File: src/hdl/kw_scan_consts.svh
`ifndef KW_SCAN_CONSTS_SVH
`define KW_SCAN_CONSTS_SVH

// Stream id width and number of tracked streams
`define KW_SID_W        6
`define KW_NUM_STREAMS  64

// Payload char width
`define KW_CHAR_W       8

// Packet counters wrap at this width
`define KW_CNT_W        16

// Automaton state is a prefix length 0..KW_LEN
`define KW_STATE_W      3
`define KW_LEN          4

// Keywords, first byte in the top byte lane
// "USER"
`define KW_PATTERN_A    32'h5553_4552
// "PASS"
`define KW_PATTERN_B    32'h5041_5353

`endif

File: src/hdl/kw_scan_pkg.sv
`include "kw_scan_consts.svh"

package kw_scan_pkg;

  // Packet input strobes and payload
  // Only one of sop, char_vld, eop is high in a cycle
  typedef struct packed
  {
    logic                   sop;
    logic                   char_vld;
    logic                   eop;
    logic [`KW_SID_W-1:0]   stream_id;
    logic [`KW_CHAR_W-1:0]  char_data;
  } pkt_in_t;

  // Sequencer to matcher strobes, shared by both matchers
  typedef struct packed
  {
    // Restore the stream context
    logic                   load_state;
    // Stream id not seen since reset, start from state 0
    logic                   new_stream;
    logic                   char_vld;
    // Packet done, commit count and save context
    logic                   finalize;
    // Held from sop until finalize
    logic [`KW_SID_W-1:0]   stream_id;
    logic [`KW_CHAR_W-1:0]  char_data;
  } match_ctl_t;

  // Sequencer FSM
  typedef enum logic [1:0]
  {
    IDLE   = 2'd0,
    IN_PKT = 2'd1,
    DRAIN  = 2'd2
  } seq_state_e;

endpackage

File: src/hdl/keyword_dfa.sv
`timescale 1ns/1ns

`include "kw_scan_consts.svh"

module keyword_dfa #(
  // Keyword bytes, first byte in the top lane
  // Must have no self-overlap for the naive fallback to be exact
  parameter logic [`KW_LEN*`KW_CHAR_W-1:0] pattern = `KW_PATTERN_A
) (
  input  logic                   clk,
  input  logic                   rst_n,
  input  logic [`KW_CHAR_W-1:0]  char_in,
  input  logic                   char_vld,
  input  logic [`KW_STATE_W-1:0] state_in,
  input  logic                   state_in_vld,
  output logic [`KW_STATE_W-1:0] state_out,
  output logic                   accept
);

  // Index width into the keyword byte table
  localparam int IDX_W = $clog2(`KW_LEN);

  // Full match state and the state after a first-byte hit
  localparam logic [`KW_STATE_W-1:0] ST_FULL = `KW_LEN;
  localparam logic [`KW_STATE_W-1:0] ST_ONE  = 1;

  // Keyword split into bytes, index 0 is the first char
  logic [`KW_CHAR_W-1:0] pat_bytes [`KW_LEN];

  // Current prefix length and registered accept
  logic [`KW_STATE_W-1:0] state_q;
  logic                   accept_q;

  // Next state logic
  logic [`KW_STATE_W-1:0] base;
  logic [`KW_CHAR_W-1:0]  exp_char;
  logic [`KW_STATE_W-1:0] nxt;

  genvar gi;
  generate
    for (gi = 0; gi < `KW_LEN; gi++)
    begin : g_pat
      assign pat_bytes[gi] = pattern[(`KW_LEN-1-gi)*`KW_CHAR_W +: `KW_CHAR_W];
    end
  endgenerate

  always_comb
  begin
    // After a full match start over as from state 0
    base = (state_q == ST_FULL) ? '0 : state_q;
    // Byte that extends the current prefix
    exp_char = pat_bytes[base[IDX_W-1:0]];
    if (char_in == exp_char)
    begin
      nxt = base + 1'b1;
    end
    else if (char_in == pat_bytes[0])
    begin
      // Naive fallback, the char may still open a new match
      nxt = ST_ONE;
    end
    else
    begin
      nxt = '0;
    end
  end

  always_ff @(posedge clk)
  begin
    if (!rst_n)
    begin
      state_q  <= '0;
      accept_q <= 1'b0;
    end
    else
    begin
      // accept is a single cycle pulse
      accept_q <= 1'b0;
      // A context load wins over a char in the same cycle
      if (state_in_vld)
      begin
        state_q <= state_in;
      end
      else if (char_vld)
      begin
        state_q  <= nxt;
        accept_q <= (nxt == ST_FULL);
      end
    end
  end

  // Pulses together with the state reaching KW_LEN
  assign state_out = state_q;
  assign accept    = accept_q;

endmodule

File: src/hdl/stream_matcher.sv
`timescale 1ns/1ns

`include "kw_scan_consts.svh"

module stream_matcher #(
  parameter logic [`KW_LEN*`KW_CHAR_W-1:0] pattern = `KW_PATTERN_A
) (
  input  logic                        clk,
  input  logic                        rst_n,
  input  kw_scan_pkg::match_ctl_t     ctl,
  input  logic [`KW_NUM_STREAMS-1:0]  enable,
  output logic [`KW_CNT_W-1:0]        count,
  output logic                        fired
);

  // Saved automaton state per stream
  logic [`KW_STATE_W-1:0] state_mem [`KW_NUM_STREAMS];

  // Restored state, one cycle after load_state
  logic [`KW_STATE_W-1:0] state_in;
  logic                   state_in_vld;

  // Registered automaton inputs
  logic [`KW_CHAR_W-1:0]  char_in_r;
  logic                   char_vld_r;
  logic [`KW_STATE_W-1:0] state_in_r;
  logic                   state_in_vld_r;

  // Automaton outputs, raw and registered
  logic [`KW_STATE_W-1:0] state_out;
  logic                   accept_out;
  logic [`KW_STATE_W-1:0] state_out_r;
  logic                   accept_out_r;

  // Keyword seen somewhere in the open packet
  logic                   spec_match;
  logic [`KW_CNT_W-1:0]   count_q;

  // Finalize on a stream whose keyword is enabled
  logic                   commit;

  assign commit = ctl.finalize && enable[ctl.stream_id];

  // Context restore, new streams start from the idle state
  always_ff @(posedge clk)
  begin
    if (ctl.load_state)
    begin
      state_in <= ctl.new_stream ? '0 : state_mem[ctl.stream_id];
    end
  end

  // Context save only for enabled streams
  always_ff @(posedge clk)
  begin
    if (commit)
    begin
      state_mem[ctl.stream_id] <= state_out_r;
    end
  end

  // Automaton I/O pipeline, valids and accept are control
  always_ff @(posedge clk)
  begin
    if (!rst_n)
    begin
      state_in_vld   <= 1'b0;
      state_in_vld_r <= 1'b0;
      char_vld_r     <= 1'b0;
      accept_out_r   <= 1'b0;
    end
    else
    begin
      state_in_vld   <= ctl.load_state;
      state_in_vld_r <= state_in_vld;
      char_vld_r     <= ctl.char_vld;
      accept_out_r   <= accept_out;
    end
  end

  // Payload side of the same pipeline
  always_ff @(posedge clk)
  begin
    state_in_r  <= state_in;
    char_in_r   <= ctl.char_data;
    state_out_r <= state_out;
  end

  // Speculative flag and packet count
  always_ff @(posedge clk)
  begin
    if (!rst_n)
    begin
      spec_match <= 1'b0;
      count_q    <= '0;
    end
    else
    begin
      // New packet, forget the last result
      if (ctl.load_state)
      begin
        spec_match <= 1'b0;
      end
      if (accept_out_r)
      begin
        spec_match <= 1'b1;
      end
      if (ctl.finalize)
      begin
        if (commit)
        begin
          // Wraps at KW_CNT_W bits
          count_q <= count_q + {{(`KW_CNT_W-1){1'b0}}, spec_match};
        end
        else
        begin
          spec_match <= 1'b0;
        end
      end
    end
  end

  keyword_dfa #(
    .pattern (pattern)
  ) u_dfa (
    .clk          (clk),
    .rst_n        (rst_n),
    .char_in      (char_in_r),
    .char_vld     (char_vld_r),
    .state_in     (state_in_r),
    .state_in_vld (state_in_vld_r),
    .state_out    (state_out),
    .accept       (accept_out)
  );

  assign count = count_q;
  assign fired = spec_match;

endmodule

File: src/hdl/packet_sequencer.sv
`timescale 1ns/1ns

`include "kw_scan_consts.svh"

module packet_sequencer (
  input  logic                     clk,
  input  logic                     rst_n,
  input  kw_scan_pkg::pkt_in_t     pkt_in,
  output kw_scan_pkg::match_ctl_t  ctl
);

  import kw_scan_pkg::*;

  // Char delay, keeps chars behind the context restore
  localparam int CHAR_DLY = 3;
  // Cycles from eop to finalize, covers the last accept
  localparam int FIN_DLY  = 6;
  localparam int CNT_W    = $clog2(FIN_DLY);

  seq_state_e state_q;

  // Stream id of the open packet
  logic [`KW_SID_W-1:0]      sid_q;
  logic                      load_q;
  logic                      new_q;
  logic                      fin_q;
  logic [CNT_W-1:0]          drain_cnt;

  // One bit per stream id, set at its first sop
  logic [`KW_NUM_STREAMS-1:0] seen_map;

  // Char delay line
  logic [CHAR_DLY-1:0]       vld_pipe;
  logic [`KW_CHAR_W-1:0]     char_pipe [CHAR_DLY];

  always_ff @(posedge clk)
  begin
    if (!rst_n)
    begin
      state_q   <= IDLE;
      sid_q     <= '0;
      load_q    <= 1'b0;
      new_q     <= 1'b0;
      fin_q     <= 1'b0;
      drain_cnt <= '0;
      seen_map  <= '0;
      vld_pipe  <= '0;
    end
    else
    begin
      load_q <= 1'b0;
      new_q  <= 1'b0;
      fin_q  <= 1'b0;
      // Chars only count inside a packet
      vld_pipe <= {vld_pipe[CHAR_DLY-2:0], pkt_in.char_vld && (state_q == IN_PKT)};
      case (state_q)
        IDLE:
        begin
          if (pkt_in.sop)
          begin
            sid_q    <= pkt_in.stream_id;
            load_q   <= 1'b1;
            new_q    <= ~seen_map[pkt_in.stream_id];
            seen_map[pkt_in.stream_id] <= 1'b1;
            state_q  <= IN_PKT;
          end
        end
        IN_PKT:
        begin
          if (pkt_in.eop)
          begin
            drain_cnt <= CNT_W'(FIN_DLY - 1);
            state_q   <= DRAIN;
          end
        end
        DRAIN:
        begin
          // Last count step issues finalize
          if (drain_cnt == CNT_W'(1))
          begin
            fin_q   <= 1'b1;
            state_q <= IDLE;
          end
          else
          begin
            drain_cnt <= drain_cnt - 1'b1;
          end
        end
        default:
        begin
          state_q <= IDLE;
        end
      endcase
    end
  end

  // Char payload shifts along with its valid bit
  always_ff @(posedge clk)
  begin
    char_pipe[0] <= pkt_in.char_data;
    for (int i = 1; i < CHAR_DLY; i++)
    begin
      char_pipe[i] <= char_pipe[i-1];
    end
  end

  assign ctl.load_state = load_q;
  assign ctl.new_stream = new_q;
  assign ctl.char_vld   = vld_pipe[CHAR_DLY-1];
  assign ctl.finalize   = fin_q;
  assign ctl.stream_id  = sid_q;
  assign ctl.char_data  = char_pipe[CHAR_DLY-1];

endmodule

File: src/hdl/kw_scan_top.sv
`timescale 1ns/1ns

`include "kw_scan_consts.svh"

module kw_scan_top (
  input  logic                        clk,
  input  logic                        rst_n,
  input  kw_scan_pkg::pkt_in_t        pkt_in,
  input  logic [`KW_NUM_STREAMS-1:0]  enable_a,
  input  logic [`KW_NUM_STREAMS-1:0]  enable_b,
  output logic [`KW_CNT_W-1:0]        count_a,
  output logic [`KW_CNT_W-1:0]        count_b,
  output logic                        fired_a,
  output logic                        fired_b
);

  import kw_scan_pkg::*;

  // Shared strobes to both matchers
  match_ctl_t ctl;

  packet_sequencer u_seq (
    .clk    (clk),
    .rst_n  (rst_n),
    .pkt_in (pkt_in),
    .ctl    (ctl)
  );

  // Keyword A, "USER"
  stream_matcher #(
    .pattern (`KW_PATTERN_A)
  ) u_match_a (
    .clk    (clk),
    .rst_n  (rst_n),
    .ctl    (ctl),
    .enable (enable_a),
    .count  (count_a),
    .fired  (fired_a)
  );

  // Keyword B, "PASS"
  stream_matcher #(
    .pattern (`KW_PATTERN_B)
  ) u_match_b (
    .clk    (clk),
    .rst_n  (rst_n),
    .ctl    (ctl),
    .enable (enable_b),
    .count  (count_b),
    .fired  (fired_b)
  );

endmodule

File: config.mk
export PLATFORM = sky130hd
export DESIGN_NAME = kw_scan_top
export DESIGN_NICKNAME = d
export VERILOG_FILES = /design/src/hdl/kw_scan_pkg.sv /design/src/hdl/keyword_dfa.sv /design/src/hdl/stream_matcher.sv /design/src/hdl/packet_sequencer.sv /design/src/hdl/kw_scan_top.sv
export VERILOG_INCLUDE_DIRS = /design/src /design/src/hdl
export SDC_FILE = /design/constraint.sdc
export NUM_CORES = 1
export LEC_CHECK = 0
export ABC_AREA = 1
export BUFFER_PORTS_ARGS = -buffer_cell sky130_fd_sc_hd__buf_2
export CELL_PAD_IN_SITES_DETAIL_PLACEMENT = 1
export CELL_PAD_IN_SITES_GLOBAL_PLACEMENT = 1
export CORE_ASPECT_RATIO = 1.75
export CORE_MARGIN = 10
export CORE_UTILIZATION = 47
export CTS_CLUSTER_DIAMETER = 60
export DETAILED_ROUTE_END_ITERATION = 8
export PLACE_DENSITY_LB_ADDON = 0.1
export RECOVER_POWER = 50
export SLEW_MARGIN = 10
export SYNTH_ARGS = -nofsm -noshare
export SYNTH_HDL_FRONTEND = slang
export SYNTH_SLANG_ARGS = --single-unit
File: constraint.sdc
create_clock -name clk -period 2.79 [get_ports clk]
set_input_delay 0.4185 -clock clk [delete_from_list [all_inputs] [get_ports clk]]
set_output_delay 0.4185 -clock clk [all_outputs]
set_load 0.01 [all_outputs]
==> summary.txt, run 1 <==
Clock network
  – Reg clk slew, reported paths: 0.06 ns
  – Sink Count: about 560
  – H-tree depth: 2
  – Root Buffer: clkbuf_16
  – Clock latency on the worst-skew pair: ~0.6 ns
  – CTS tree: yes
  – Worst-case clock buffer depth: 3
  – CTS Buf Count: 50

Yosys
  – Post-synth EDFFs: slightly below 400
  – Synth Area in XOR/XNOR: 0.01148
  – Largest family of logic cells by synthesized area: simple AND/OR/NAND/NOR gates
  – Post-synth top area share: 0.4950
  – Post-Synthesis Mean Instance Area: 9.882 µm²
  – Multiplexer area fraction after synthesis: 0
  – Syn Nets: between 2,000 and 3,000
  – Post-synthesis adder-cell area fraction: 0.007404
  – Ys Warns: 0
  – Synth area leaders: edfxtp_1 (50%), dfxtp_1 (15%), nand2_1 (11%), nor3_1 (3.2%), a21oi_1 (3.0%)
  – Post-synthesis register bit count: 562
  – Area leader, netlist: edfxtp_1
  – Compound-Gate Fraction of Synth Area: 0.06828
  – Post-Synthesis Cell Area: approximately 24,000 µm²
  – Synth Flop Type: edfxtp_1
  – Post-synth ARST share: 0
  – Simple-gate share of the synthesized area: 0.2184
  – Most common cell in the synthesized netlist: nand2_1
  – Synth cell types: 41
  – Cells after Synth: approximately 2,400
  – Leading cell types by count after synthesis: nand2_1 (665), edfxtp_1 (390), dfxtp_1 (172)
  – Register area share after synthesis: 0.6406

Placement
  – Buffers on Ports: 180
  – Dpl cells: between 3,000 and 4,000
  – Placed Area: 26,670 µm²
  – Pre-CTS WS: -0.2726 ns
  – GP Congestion: approximately 0.87
  – Hpwl dp: between 50 and 60 mm

Power and ir drop
  – Int Power: between 10 and 15 mW
  – Lkg Pwr: 11.14 nW
  – Sequential Power Share: 0.509
  – Maximum VDD drop: roughly 570 µV
  – Switching pwr: roughly 4.3 mW
  – Combinational power share: 0.091
  – Switching fraction of total power: 0.2424
  – Clock share of power: 0.401
  – PnR Total Power: around 18 mW
  – PD cells: a little over 600 nW/µm²

Global routing
  – Tot GR Track Use: 0.2621
  – Gr ovfl total: 0
  – Antenna violations before repair: 1
  – Vias in the first global route: about 21,000
  – First-pass GRT wire length: between 100 and 150 mm
  – Largest net degree at the start of global routing: 102

Detailed routing
  – Avg WL per Cell: about 23 µm
  – ANT nets after route: 0
  – DR DRC count: 0
  – DRT iter0 DRCs: between 1,000 and 1,500
  – WL final: around 80 mm
  – Drt pass-1 iters: 5
  – Vias post-DR: between 15,000 and 20,000
  – Vias/cell: around 5.6

Floorplan
  – Die Y: ~320 µm
  – DIE AREA: 60,060 µm²
  – Site Rows: 108
  – Die width: 189.6 µm
  – IO Pins: between 150 and 200
  – Core area: approximately 50,000 µm²
  – Initial Util: 0.4757

Timing
  – Clk_skew: 0.04132 ns
  – Final setup vio count: 0
  – Fin crit period: approximately 2.7 ns
  – TNS Setup: 0 ns
  – RSZ-0062 raised after global routing: true
  – Slew margin rel.: -0.09205
  – Final setup margin: ~0.061 ns
  – Hold Slack: 0.05925 ns
  – Pins over their slew limit: 38
  – Worst-Margin Slew: about 1.6 ns
  – Crit share post-route: 0.9781
  – Final hold vios: 0
  – FMAX: 366.5 MHz

Setup path
  – Crit start category: register
  – Critical path class: reg -> reg
  – Worst EP required: 3.08 ns
  – Crit end category: register
  – Worst-path fanout max: 44
  – Worst EP arrival: approximately 3 ns

Outcome
  – Status: finished with violations
  – Failing checks: capacitance limit, slew limit

Worst hold path
  – Worst Hold Class: in -> reg

Final layout
  – Post-route insts no fill: ~3,400
  – Nets: 2,908
  – Utilization after layout: 0.5727
  – Fraction of layout cells with a size suffix above 1: 0.1855
  – Area delta synth->final: 20.38%
  – Fin area: ~28,000 µm²

Run
  – Max-Cap Viols: 1
path summary, 6_finish.rpt:
path | startpoint | endpoint | slack (ns) | cells past startpoint
worst max-delay path | u_seq.sid_q[2] | u_match_a.state_mem[51][0] | 0.06 | 9
worst min-delay path | pkt_in[15] | u_seq.vld_pipe[0] | 0.06 | 3
worst max register to register | u_seq.sid_q[2] | u_match_a.state_mem[51][0] | 0.06 | 9
worst min register to register | u_seq.char_pipe[1][0] | u_seq.char_pipe[2][0] | 0.33 | 0
cells by family after synthesis:
group,count (synthesis)
AND/OR/NAND/NOR,1203
AO/OA/AOI/OAI,286
adder cells (fa/ha/maj),14
buffers and inverters,298
flip-flops,562
XOR/XNOR,31
metal layers:
metal | up-vias | wire length [µm] | global-route usage
li1 | 8861 | - | -
met1 | 9491 | 28030 | 0.2680
met2 | 629 | 43380 | 0.5034
met3 | 204 | 4482 | 0.04157
met4 | 0 | 4211 | 0.1287
met5 | - | 0 | 0
power groups by stage:
stage	registers (mW)	logic [mW]	clock network (mW)
detailed placement	9.16	1.56	0
finish	8.98	1.60	7.08
global route	8.98	1.73	7.51
CTS	8.98	1.60	7.18
floorplan	9.13	0.819	0
global placement	9.15	1.52	0
sequential cells by signal (all words and copies together), names as in the netlist, 2 cells and up:
register	flops
u_seq.char_pipe	24
u_match_a.state_in_r	3
u_seq.vld_pipe	3
u_match_a.state_mem	192
u_match_b.state_in	3
u_match_a.state_out_r	3
u_match_b.char_in_r	8
u_match_b.count	16
u_seq.drain_cnt	3
u_match_b.state_in_r	3
u_seq.state_q	2
u_match_a.u_dfa.state_out	3
u_seq.sid_q	6
u_match_b.state_mem	192
u_match_a.count	16
u_seq.seen_map	64
u_match_b.u_dfa.state_out	3
u_match_a.state_in	3
u_match_b.state_out_r	3
cells in the final DEF (no fill, tap or decap), types with 6 or more instances in the layout:
cell,n
buf_2,162
dlygate4sd3_1,8
clkinv_2,6
nand3b_1,6
nand2_1,664
clkbuf_1,30
buf_12,11
ha_1,14
o21ai_1,13
buf_6,6
inv_1,170
nor2_4,7
xnor2_1,11
nand4_1,73
clkbuf_16,52
clkbuf_8,6
nor2_2,10
edfxtp_1,390
xor2_1,20
o21ai_0,52
dfxtp_1,168
buf_4,206
a22oi_1,51
nand3_1,103
nor3_1,152
a21oi_1,141
nor2_1,160
o22ai_1,13
nor3_2,7
cell type report:
type | instances | area, µm²
fill | 5687 | 21250
sequential | 562 | 15160
multi-input combinational | 1536 | 7305
timing repair buffer | 420 | 2833
clock buffer | 66 | 1414
tap | 660 | 825.8
inverter | 177 | 671.9
clock inverter | 26 | 266.5
antenna | 1 | 2.502
worst max-delay path, cell delays in order (launching register included):
cell	delay, ns
dfxtp_2	0.38
inv_2	0.16
nand2_2	0.17
buf_4	0.22
nor2_4	0.10
buf_12	0.24
inv_1	0.33
buf_4	0.32
nor3_1	0.27
buf_4	0.18
timing repair:
action	4_1_cts	5_1_grt
setup endpoints to repair	96	301
hold buffers	8	0
pin swaps	2	1
gates cloned	2	0
hold endpoints to repair	8	0
buffers inserted	3	5
gates resized for setup	10	9
(Power assumes the default switching activity.)
==> run 2: changes to the inputs <==
--- a/config.mk
+++ b/config.mk
@@ -16,7 +16,6 @@
 export CTS_CLUSTER_DIAMETER = 60
 export DETAILED_ROUTE_END_ITERATION = 8
 export PLACE_DENSITY_LB_ADDON = 0.1
-export RECOVER_POWER = 50
 export SLEW_MARGIN = 10
 export SYNTH_ARGS = -nofsm -noshare
 export SYNTH_HDL_FRONTEND = slang
==> run 2 against run 1 <==
Against the previous run:
- the flow now finishes without violations
- critical path depth unchanged
- non-clock buffer count is the same
- die area is the same
- global-route usage unchanged
- design area is 0.26% higher
- wire length hardly changed
- power about the same
- clock skew is 0.0033 ns lower
- fmax is 0.14% lower
- largest cell class unchanged
- largest power group unchanged
- highest routed layer unchanged
==> summary.txt, run 2 (synthesis results as in run 1) <==
Final layout
  – Leading cell type in the layout, fill and taps excluded: nand2_1
  – Most frequent cells in the layout: nand2_1 (664), edfxtp_1 (390), buf_4 (214)
  – Post-route insts no fill: 3,448 (unchanged)
  – Area delta synth->final: 20.70%
  – Biggest regs: u_match_a.state_mem (192), u_match_b.state_mem (192), u_seq.seen_map (64)
  – Nets: 2,908 (unchanged)
  – Fraction of layout cells with a size suffix above 1: 0.1945 (+0.008970)

Detailed routing
  – DR DRC count: 0 (unchanged)
  – DRT iter0 DRCs: 1,203 (-4.3%)
  – Metal-1 WL: 28.02 mm (about the same)
  – Vias/cell: 5.541 (-0.41%)
  – Met2 WL post-DR: 43.45 mm (+0.16%)
  – ANT nets after route: 0 (unchanged)
  – Drt pass-1 iters: 5 (unchanged)
  – Vias post-DR: 19,110 (-0.41%)
  – Avg WL per Cell: 23.23 µm (about the same)
  – WL final: 80.11 mm (about the same)
  – Highest metal used: met4
  – Metal3 WL: 4.492 mm (+0.22%)

Outcome
  – Status: finished clean

Timing
  – FMAX: 365.9 MHz (-0.14%)
  – Final hold vios: 0 (unchanged)
  – Pins over their slew limit: 0 (-100%)
  – Clk_skew: 0.03807 ns (-0.003256 ns)
  – Fin crit period: 2.733 ns (+0.003951 ns)
  – Final setup vio count: 0 (unchanged)
  – RSZ-0062 raised after global routing: true
  – Worst-Margin Slew: 1.089 ns (-0.5494 ns)
  – Slew margin rel.: 0.2734 (+0.3655)
  – Crit share post-route: 0.9795 (+0.001416)

Setup path
  – Delay-heaviest family, CP: buffers and inverters
  – R2R Path Start: u_seq.sid_q[2]
  – Worst EP required: 3.08 ns (about the same)
  – Critical path class: reg -> reg
  – Worst r2r path cells: 9 (unchanged)
  – Buf/Inv on CP: 6 (unchanged)
  – Crit-path slowest cell: dfxtp_2
  – Crit start category: register
  – Max stage delay on crit path: 0.38 ns (about the same)
  – Crit end category: register
  – Crit-path cells: inv_2 -> nand2_2 -> buf_4 -> nor2_4 -> buf_12 -> inv_1 -> buf_4 -> nor3_1 -> buf_4
  – RR Endpoint: u_match_a.state_mem[51][0]
  – End point of the critical path: u_match_a.state_mem[51][0]
  – Worst EP arrival: 3.02 ns (about the same)
  – Crit-path most repeated cell: buf_4
  – Worst-path fanout max: 44 (unchanged)
  – Critical Path Stages: 9 (unchanged)
  – Setup crit start: u_seq.sid_q[2]
  – Flop2flop setup slack: 0.06 ns (about the same)

Power and ir drop
  – Switching pwr: 4.289 mW (+0.25%)
  – PnR Total Power: 17.66 mW (about the same)
  – Maximum VDD drop: 571.7 µV (about the same)
  – Combinational power share: 0.091 (about the same)
  – Clock share of power: 0.401 (about the same)
  – Lkg Pwr: 11.25 nW (+0.97%)
  – Int Power: 13.37 mW (about the same)
  – PD cells: 618.6 nW/µm² (-0.18%)
  – Sequential Power Share: 0.508 (about the same)
  – Switching fraction of total power: 0.2428 (+0.0004055)

Clock network
  – Worst-case clock buffer depth: 3 (unchanged)
  – H-tree depth: 2 (unchanged)
  – CTS Buf Count: 50 (unchanged)
  – Clock latency on the worst-skew pair: 0.60 ns (about the same)
  – CTS tree: yes
  – Sink Count: 562 (unchanged)
  – Reg clk slew, reported paths: 0.06 ns (about the same)
  – Root Buffer: clkbuf_16

Worst hold path
  – Worst Hold Class: in -> reg

Global routing
  – Vias in the first global route: 21,160 (unchanged)
  – First-pass GRT wire length: 121.5 mm (unchanged)
  – Antenna violations before repair: 1 (unchanged)
  – Largest net degree at the start of global routing: 102 (unchanged)
  – Gr ovfl total: 0 (unchanged)
  – Tot GR Track Use: 0.2621 (unchanged)

Floorplan
  – Die Y: 316.8 µm (unchanged)
  – Site Rows: 108 (unchanged)
  – IO Pins: 181 (unchanged)
  – Die width: 189.6 µm (unchanged)
  – Initial Util: 0.4757 (unchanged)
  – Core area: 49,730 µm² (unchanged)
  – DIE AREA: 60,060 µm² (unchanged)

Run
  – Max-Cap Viols: 0 (-1)

Placement
  – Buffers on Ports: 180 (unchanged)
  – Hpwl dp: 54.29 mm (unchanged)
  – GP Congestion: 0.8692 (unchanged)
  – Dpl cells: 3,337 (unchanged)
==> run 2: cell types whose count changed in the layout (fill, tap and decap cells not counted), sizes merged <==
cell	delta
clkinv	+1
clkinvlp	-1
clkbuf	-27
buf	+27
==> run 2: repair_timing <==
item	CTS	global route
hold endpoints to repair	8	0
resized for setup	10	9
buffers inserted	3	5
hold buffers	8	0
setup endpoints to repair	96	301
gates cloned	2	0
pin swaps	2	1
==> run 2: worst min path at each step <==
| stage | startpoint | endpoint | slack (ns) | cells past startpoint |
|---|---|---|---|---|
| 2_1_floorplan | u_seq.char_pipe[2][0] | u_match_b.char_in_r[0] | 0.31 | 0 |
| 3_3_place_gp | u_seq.char_pipe[2][7] | u_match_b.char_in_r[7] | 0.31 | 0 |
| 3_5_place_dp | u_seq.char_pipe[0][3] | u_seq.char_pipe[1][3] | 0.31 | 0 |
| 4_1_cts | pkt_in[15] | u_seq.vld_pipe[0] | 0.04 | 3 |
| 5_1_grt | pkt_in[15] | u_seq.vld_pipe[0] | 0.08 | 3 |
| 6_report | pkt_in[15] | u_seq.vld_pipe[0] | 0.06 | 3 |
==> run 2: final cells by class <==
cell class                 count  area (µm²)
antenna                        1       2.502
clock buffer                  66        1414
clock inverter                26       266.5
fill                        5669       21170
inverter                     177       671.9
multi-input combinational   1536        7305
sequential                   562       15170
tap                          660       825.8
timing repair buffer         420        2904
==> run 2: per-layer routing <==
layer,track usage,vias up
li1,-,8859
met1,0.2680,9440
met2,0.5034,608
met3,0.04157,199
met4,0.1287,0
met5,0,-
==> run 2: power groups by stage <==
stage          Clock (mW)  Sequential (mW)  Combinational [mW]
2_1_floorplan           0             9.13               0.819
3_3_place_gp            0             9.15                1.52
3_5_place_dp            0             9.16                1.56
4_1_cts              7.18             8.98                1.60
5_1_grt              7.51             8.98                1.73
6_report             7.08             8.97                1.61
==> run 2: per-stage QoR <==
stage	setup WS, ns	hold WS [ns]	util	instance area (µm²)	setup TNS [ns]
after floorplan	0.6030	0.3096	-	23660	0
after global placement	-0.1192	0.3105	0.5364	26670	-4.618
after detailed placement	-0.2726	0.3132	0.5364	26670	-11.24
after CTS	0.01262	0.04202	0.5729	28490	0
after global routing	-0.01719	0.07860	0.5742	28550	-0.05140
final	0.05728	0.06016	0.5742	28550	0
==> run 2: tightest hold or removal path: stages <==
cell	delay (ns)
buf_2	0.09
nand2_1	0.05
nor2_1	0.03
